==> config.mk <==
export PLATFORM = sky130hd
export DESIGN_NAME = mem_ctrl
export DESIGN_NICKNAME = d
export VERILOG_FILES = /design/src/rtl/mem_subsys_pkg.sv /design/src/rtl/mem_ctrl.sv
export VERILOG_INCLUDE_DIRS = /design/src /design/src/rtl
export SDC_FILE = /design/constraint.sdc
export NUM_CORES = 1
export LEC_CHECK = 0
export ABC_AREA = 1
export BUFFER_PORTS_ARGS = -buffer_cell sky130_fd_sc_hd__buf_2
export CORE_UTILIZATION = 57
export DETAILED_ROUTE_END_ITERATION = 12
export PLACE_DENSITY_LB_ADDON = 0.08
export SETUP_SLACK_MARGIN = 0.3
export SYNTH_ARGS = -nofsm -noshare
export SYNTH_HDL_FRONTEND = slang
export SYNTH_SLANG_ARGS = --single-unit
==> constraint.sdc <==
create_clock -name clk -period 6 [get_ports clk]
set_input_delay 0.3 -clock clk [delete_from_list [all_inputs] [get_ports clk]]
set_output_delay 0.3 -clock clk [all_outputs]
set_load 0.01 [all_outputs]
==> src/rtl/mem_subsys_defs.svh <==
`ifndef MEM_SUBSYS_DEFS_SVH
`define MEM_SUBSYS_DEFS_SVH

// Array geometry
`define MS_DC_WORDS 1024
`define MS_IC_LINES 256

// ============================================================
// APB register map, byte offsets
// ============================================================
`define MS_REG_EXT_ADDR   8'h00
`define MS_REG_CACHE_ADDR 8'h04
`define MS_REG_LEN        8'h08
`define MS_REG_CTRL       8'h0C
`define MS_REG_STATUS     8'h10

// CTRL register bits
`define MS_CTRL_START     0
`define MS_CTRL_ICACHE    1
`define MS_CTRL_WRITEBACK 2

`endif

==> src/rtl/mem_subsys_pkg.sv <==
package mem_subsys_pkg;

    // APB request from the bus master
    typedef struct packed {
        logic        psel;
        logic        penable;
        logic        pwrite;
        logic [7:0]  paddr;
        logic [31:0] pwdata;
    } apb_req_t;

    typedef struct packed {
        logic [31:0] prdata;
        logic        pready;
        logic        pslverr;
    } apb_rsp_t;

    // Write/fill port of the SRAM arrays, word addressed
    typedef struct packed {
        logic        ce;
        logic        we;
        logic [3:0]  wm;
        logic [9:0]  addr;
        logic [31:0] data;
    } sram_port_t;

    typedef struct packed {
        logic       re;
        logic [9:0] raddr;
    } dread_req_t;

    // External memory bus, word addressed
    typedef struct packed {
        logic        en;
        logic        we;
        logic [29:0] addr;
        logic [31:0] wdata;
    } ext_req_t;

    typedef struct packed {
        logic        stall;
        logic [31:0] rdata;
    } ext_rsp_t;

    typedef enum logic {DCACHE = 1'b0, ICACHE = 1'b1} xfer_target_e;

endpackage

==> src/rtl/mem_ctrl.sv <==
`timescale 1ns/10ps
`include "mem_subsys_defs.svh"

module mem_ctrl (
    input  logic                       clk,
    input  logic                       arst_n,

    input  mem_subsys_pkg::apb_req_t   apb_req,
    output mem_subsys_pkg::apb_rsp_t   apb_rsp,

    output mem_subsys_pkg::sram_port_t dc_fill,
    output mem_subsys_pkg::sram_port_t ic_fill,
    input  logic [31:0]                dc_fill_rdata,

    output mem_subsys_pkg::ext_req_t   ext_req,
    input  mem_subsys_pkg::ext_rsp_t   ext_rsp,
    output logic                       xfer_done
);
    import mem_subsys_pkg::*;

    localparam int AW = $clog2(`MS_DC_WORDS);

    typedef enum logic [1:0] {ST_IDLE, ST_FILL, ST_WB} state_e;

    state_e       state;
    logic [29:0]  ext_addr;
    logic [AW-1:0] cache_addr;
    logic [AW:0]  len;
    xfer_target_e target;
    logic         wb_mode;
    logic [15:0]  done_cnt;

    logic [AW:0]  ext_cnt;
    logic [AW:0]  rd_cnt;
    logic         rd_vld;
    logic [31:0]  skid [2];
    logic         skid_wp;
    logic         skid_rp;
    logic [1:0]   skid_cnt;

    logic         busy;
    logic         apb_access;
    logic         apb_wr;
    logic         start;
    logic         beat;
    logic         last_beat;
    logic         rd_issue;
    logic         skid_pop;
    sram_port_t   fill_wr;

    assign busy       = (state != ST_IDLE);
    assign apb_access = apb_req.psel && apb_req.penable;
    // Register block is frozen while a transfer runs
    assign apb_wr     = apb_access && apb_req.pwrite && !busy;
    assign start      = apb_wr && (apb_req.paddr == `MS_REG_CTRL) &&
                        apb_req.pwdata[`MS_CTRL_START];

    // ============================================================
    // APB registers
    // ============================================================
    always_ff @(posedge clk or negedge arst_n) begin
        if (!arst_n) begin
            ext_addr   <= '0;
            cache_addr <= '0;
            len        <= '0;
            target     <= DCACHE;
            wb_mode    <= 1'b0;
        end else if (apb_wr) begin
            case (apb_req.paddr)
                `MS_REG_EXT_ADDR:   ext_addr   <= apb_req.pwdata[29:0];
                `MS_REG_CACHE_ADDR: cache_addr <= apb_req.pwdata[AW-1:0];
                `MS_REG_LEN:        len        <= apb_req.pwdata[AW:0];
                `MS_REG_CTRL: begin
                    target  <= apb_req.pwdata[`MS_CTRL_ICACHE] ? ICACHE : DCACHE;
                    wb_mode <= apb_req.pwdata[`MS_CTRL_WRITEBACK];
                end
                default: ;
            endcase
        end
    end

    always_comb begin
        apb_rsp        = '0;
        apb_rsp.pready = 1'b1;
        case (apb_req.paddr)
            `MS_REG_EXT_ADDR:   apb_rsp.prdata = {2'b00, ext_addr};
            `MS_REG_CACHE_ADDR: apb_rsp.prdata = 32'(cache_addr);
            `MS_REG_LEN:        apb_rsp.prdata = 32'(len);
            `MS_REG_CTRL:       apb_rsp.prdata = {29'd0, wb_mode, target == ICACHE, 1'b0};
            `MS_REG_STATUS:     apb_rsp.prdata = {done_cnt, 15'd0, busy};
            default:            apb_rsp.pslverr = apb_access;
        endcase
    end

    // ============================================================
    // Transfer engine
    // ============================================================
    assign beat      = ext_req.en && !ext_rsp.stall;
    assign last_beat = beat && (ext_cnt == len - 1'b1);
    assign skid_pop  = (state == ST_WB) && beat;
    // Reads in flight plus buffered words never exceed two
    assign rd_issue  = (state == ST_WB) && (rd_cnt != len) &&
                       ((3'(skid_cnt) + 3'(rd_vld) - 3'(skid_pop)) < 3'd2);

    always_comb begin
        ext_req       = '0;
        ext_req.addr  = ext_addr + 30'(ext_cnt);
        ext_req.wdata = skid[skid_rp];
        if (state == ST_FILL) begin
            ext_req.en = 1'b1;
        end else if (state == ST_WB) begin
            ext_req.en = (skid_cnt != 2'd0);
            ext_req.we = 1'b1;
        end
    end

    always_comb begin
        fill_wr      = '0;
        fill_wr.ce   = 1'b1;
        fill_wr.we   = 1'b1;
        fill_wr.wm   = 4'hF;
        fill_wr.addr = cache_addr + AW'(ext_cnt);
        fill_wr.data = ext_rsp.rdata;

        dc_fill = '0;
        ic_fill = '0;
        if (state == ST_FILL && beat) begin
            if (target == ICACHE) begin
                ic_fill = fill_wr;
            end else begin
                dc_fill = fill_wr;
            end
        end else if (rd_issue) begin
            dc_fill.ce   = 1'b1;
            dc_fill.addr = cache_addr + AW'(rd_cnt);
        end
    end

    always_ff @(posedge clk or negedge arst_n) begin
        if (!arst_n) begin
            state     <= ST_IDLE;
            ext_cnt   <= '0;
            rd_cnt    <= '0;
            rd_vld    <= 1'b0;
            xfer_done <= 1'b0;
            done_cnt  <= '0;
        end else begin
            xfer_done <= 1'b0;
            rd_vld    <= rd_issue;
            if (beat) begin
                ext_cnt <= ext_cnt + 1'b1;
            end
            if (rd_issue) begin
                rd_cnt <= rd_cnt + 1'b1;
            end
            case (state)
                ST_IDLE: begin
                    ext_cnt <= '0;
                    rd_cnt  <= '0;
                    if (start) begin
                        if (len == '0) begin
                            // Empty transfer completes at once
                            xfer_done <= 1'b1;
                            done_cnt  <= done_cnt + 1'b1;
                        end else if (apb_req.pwdata[`MS_CTRL_WRITEBACK]) begin
                            state <= ST_WB;
                        end else begin
                            state <= ST_FILL;
                        end
                    end
                end
                default: begin
                    if (last_beat) begin
                        state     <= ST_IDLE;
                        xfer_done <= 1'b1;
                        done_cnt  <= done_cnt + 1'b1;
                    end
                end
            endcase
        end
    end

    // Two-entry skid buffer between data cache reads and external writes
    always_ff @(posedge clk or negedge arst_n) begin
        if (!arst_n) begin
            skid_wp  <= 1'b0;
            skid_rp  <= 1'b0;
            skid_cnt <= '0;
        end else begin
            if (rd_vld) begin
                skid_wp <= ~skid_wp;
            end
            if (skid_pop) begin
                skid_rp <= ~skid_rp;
            end
            skid_cnt <= skid_cnt + 2'(rd_vld) - 2'(skid_pop);
        end
    end

    always_ff @(posedge clk) begin
        if (rd_vld) begin
            skid[skid_wp] <= dc_fill_rdata;
        end
    end

endmodule

==> out/metrics.csv <==
stage;metric;value;unit
worst_setup_path;CP required;5.70;ns
worst_setup_path;worst reg2reg path endpoint;rd_cnt[9];
logic_synthesis;area leader, netlist;dfrtp_1;
worst_setup_path;CP max FO;20;
place;detailed placer's ending HPWL;23400;um
routing;First-pass DRT Iterations;5;
clock_network;Root Driver;clkbuf_16;
routing;antenna-violating nets left;0;
routing;1st-iter DRT viols;707;
sta;fmax;0.252;GHz
logic_synthesis;Mapped Area;10300;sq um
routing;vias per cell;5.37;
grt;largest net degree at the start of global routing;57;
power_and_ir_drop;worst IR drop on VDD;0.239;mV
worst_setup_path;Critical Path Source Type;flop;
sta;setup TNS;0;ns
run_status;outcome;completed;
worst_setup_path;Worst Reg-to-Reg Cells;12;
logic_synthesis;EDFF count, synth;64;
routing;Detailed Route WL;30500;um
cells_and_area;P&R area growth vs syn;21.4;%
sta;clock skew;0.0125;ns
routing;Via Count;9629;
sta;final period utilization;66.1;%
clock_network;hold_buf cts;1;
power_and_ir_drop;total chip power;2750;uW
cells_and_area;area occupied by multi-input gates;5060;sq um
sta;Final Setup Violations;0;
clock_network;count of cells resized by post-cts repair;0;
floorplan;row cnt;48;
clock_network;Inserted Clock Buffers;17;
grt;antenna violations before repair;1;
floorplan;I/O pins;305;
floorplan;Die Wd;136;um
hold_path;Worst Hold Depth;1;
cells_and_area;fillers;1415;
clock_network;Clock Sinks;163;
worst_setup_path;FF-to-FF Start;state[0];
worst_setup_path;CP Data Arrival Time;3.66;ns
grt;GRT Total Usage;33.1;%
grt;first-pass GRT wire length;46700;um
logic_synthesis;Main synth FF type;dfrtp_1;
grt;vias in the first global route;8914;
power_and_ir_drop;Pwr Density;220;nW/um^2
floorplan;initial core utilization;59.0;%
clock_network;worst skew pair latency;0.44;ns
logic_synthesis;yosys warns;0;
routing;DRC violations left;0;
sta;actual slew at the worst max-slew pin;1.10;ns
logic_synthesis;top cells by area, synth;dfrtp_1, edfxtp_1, nand2_1;
sta;RSZ-0062 raised after global routing;false;
job;max-cap viol count;0;
clock_network;H-tree depth;4;
cells_and_area;share of layout cells above drive strength 1;25.6;%
cells_and_area;# diodes;0;
cells_and_area;FF+latch area;4400;sq um
floorplan;DIE HEIGHT;136;um
floorplan;die area;18600;sq um
logic_synthesis;sequential fraction of the synthesis area;42.7;%
floorplan;core area;17500;sq um
power_and_ir_drop;P_leak;0.00649;uW
logic_synthesis;Yosys top cell area share;24.0;%
logic_synthesis;post-synthesis cell count;1279;
worst_setup_path;WS Path Type;flop to output port;
place;PortBufs;301;
logic_synthesis;async set-or-reset flop fraction in the synthesized netlist;60.7;%
clock_network;Post-CTS Setup Bufs;0;
clock_network;TritonCTS clock tree;done;
sta;Slew Viols, Final;0;
hold_path;Hold Crit Start;dc_fill_rdata[21];
grt;Congestion Overflow GR;0;
cells_and_area;fin nets;1705;
place;routability cong.;0.950;
sta;fin crit period;3.96;ns
logic_synthesis;Netlist cell types;50;
worst_setup_path;crit end category;output port;
routing;WL/cell;17.0;um
worst_setup_path;Reg2Reg Setup Slack;2.79;ns
hold_path;HP Class;input port to flop;
logic_synthesis;Post-Syn Nets;1428;
sta;final hold violations;0;
logic_synthesis;mean post-synth cell area;8.06;sq um
clock_network;Worst-path clk slew;0.08;ns
sta;Relative slew margins;26.5;%
logic_synthesis;flops & latches, synth;163;
clock_network;Clock Tree Buf Depth;2;
hold_path;Min-Delay Endpoint;skid[0][21];
[routing by layer]
layer  global-route usage [%]  vias up  wire [um]
met3                     6.94       32       2440
li1                         -     4712          -
met4                     6.79        0        334
met1                     42.2     4475      12900
met2                     57.7      410      14800
met5                        0        -          0
[logic make-up after synthesis]
logic type               count (synthesis)  synth area share [%]
AO/OA/AOI/OAI                          151                  8.31
XOR/XNOR                                85                  7.23
adder cells (fa/ha/maj)                 39                  5.03
buffers and inverters                  208                  8.26
flip-flops                             163                  42.7
multiplexers                            35                  3.83
other                                    1                0.0364
AND/OR/NAND/NOR                        597                  24.6
[Yosys cell counts, types with 32 or more instances]
cell type  instances
nand2_1          283
nor2_1           174
inv_1            152
dfrtp_1           99
nand3_1           71
xor2_1            69
edfxtp_1          64
o21ai_0           61
a21oi_1           43
ha_1              35
mux2_2            35
clkbuf_1          32
[critical path: stages, from the launching register on]
cell and delay (ns):
dfrtp_1 0.43, nor2_2 0.13, nand2_1 0.07, nor2_1 0.18, ha_1 0.27, inv_1 0.06, ha_1 0.15, fa_1 0.44
nor4_1 0.24, nand2_1 0.47, inv_1 0.37, nand2_1 0.13, o21ai_0 0.10, buf_2 0.19
[layout make-up]
class | count | area share [%]
tap | 225 | 2.25
multi-input combinational | 908 | 40.4
clock buffer | 17 | 3.40
timing repair buffer | 308 | 12.5
clock inverter | 15 | 1.51
sequential | 163 | 35.2
inverter | 158 | 4.74
[worst max-delay path by stage]
stage                     slack, ns      from           to
after floorplan                3.26  state[0]  dc_fill[32]
after global routing           1.71  state[0]  dc_fill[40]
after detailed placement       2.45  state[0]  dc_fill[40]
final                          2.04  state[0]  dc_fill[40]
after CTS                      1.98  state[0]  dc_fill[40]
after global placement         2.53  state[0]  dc_fill[40]
[registers in the layout, indices dropped and copies added, names as in the netlist, 10 cells and up]
signal,cells
cache_addr,10
done_cnt,16
ext_addr,30
ext_cnt,11
len,11
rd_cnt,11
skid,64
[placed cells by master (no fill, tap or decap), types with 3 or more instances in the layout]
| master | synthesis | layout |
|---|---|---|
| buf_2 | 5 | 300 |
| nand2_1 | 283 | 283 |
| nor2_1 | 174 | 173 |
| inv_1 | 152 | 152 |
| dfrtp_1 | 99 | 99 |
| nand3_1 | 71 | 71 |
| xor2_1 | 69 | 69 |
| edfxtp_1 | 64 | 64 |
| o21ai_0 | 61 | 61 |
| a21oi_1 | 43 | 43 |
| mux2_2 | 35 | 35 |
| ha_1 | 35 | 35 |
| nor3_1 | 25 | 25 |
| o22ai_1 | 18 | 18 |
| clkbuf_16 | 0 | 17 |
| xnor2_1 | 16 | 16 |
| nand4_1 | 10 | 10 |
| o211ai_1 | 8 | 8 |
| nor4_1 | 8 | 8 |
| nor2_2 | 7 | 8 |
| buf_4 | 10 | 7 |
| inv_8 | 0 | 5 |
| inv_2 | 4 | 4 |
| fa_1 | 4 | 4 |
| clkinv_8 | 0 | 4 |
| o2111ai_1 | 3 | 3 |
| a31oi_1 | 3 | 3 |
| a21o_1 | 3 | 3 |
| nor2_4 | 3 | 3 |
| nand2_2 | 3 | 3 |
[power breakdown]
| group | total, uW | internal, uW | switching (uW) |
|---|---|---|---|
| clock | 1120 | 572 | 545 |
| sequential | 1200 | 1180 | 25.0 |
| combinational | 427 | 192 | 235 |
| total | 2750 | 1940 | 805 |
[through the flow]
| step | setup slack, ns | instances | instance area (sq um) | hold WS [ns] | utilization, % |
|---|---|---|---|---|---|
| global placement | 2.53 | 1761 | 11900 | 0.317 | 68.0 |
| CTS | 1.98 | 1794 | 12500 | 0.0382 | 71.6 |
| global route | 1.71 | 1794 | 12500 | 0.0281 | 71.6 |
| floorplan | 3.26 | 1279 | 10300 | 0.00441 | - |
| detailed placement | 2.45 | 1761 | 11900 | 0.326 | 68.0 |
| finish | 2.04 | 1794 | 12500 | 0.0484 | 71.6 |
Note: power is estimated with default switching activity, not from simulation.
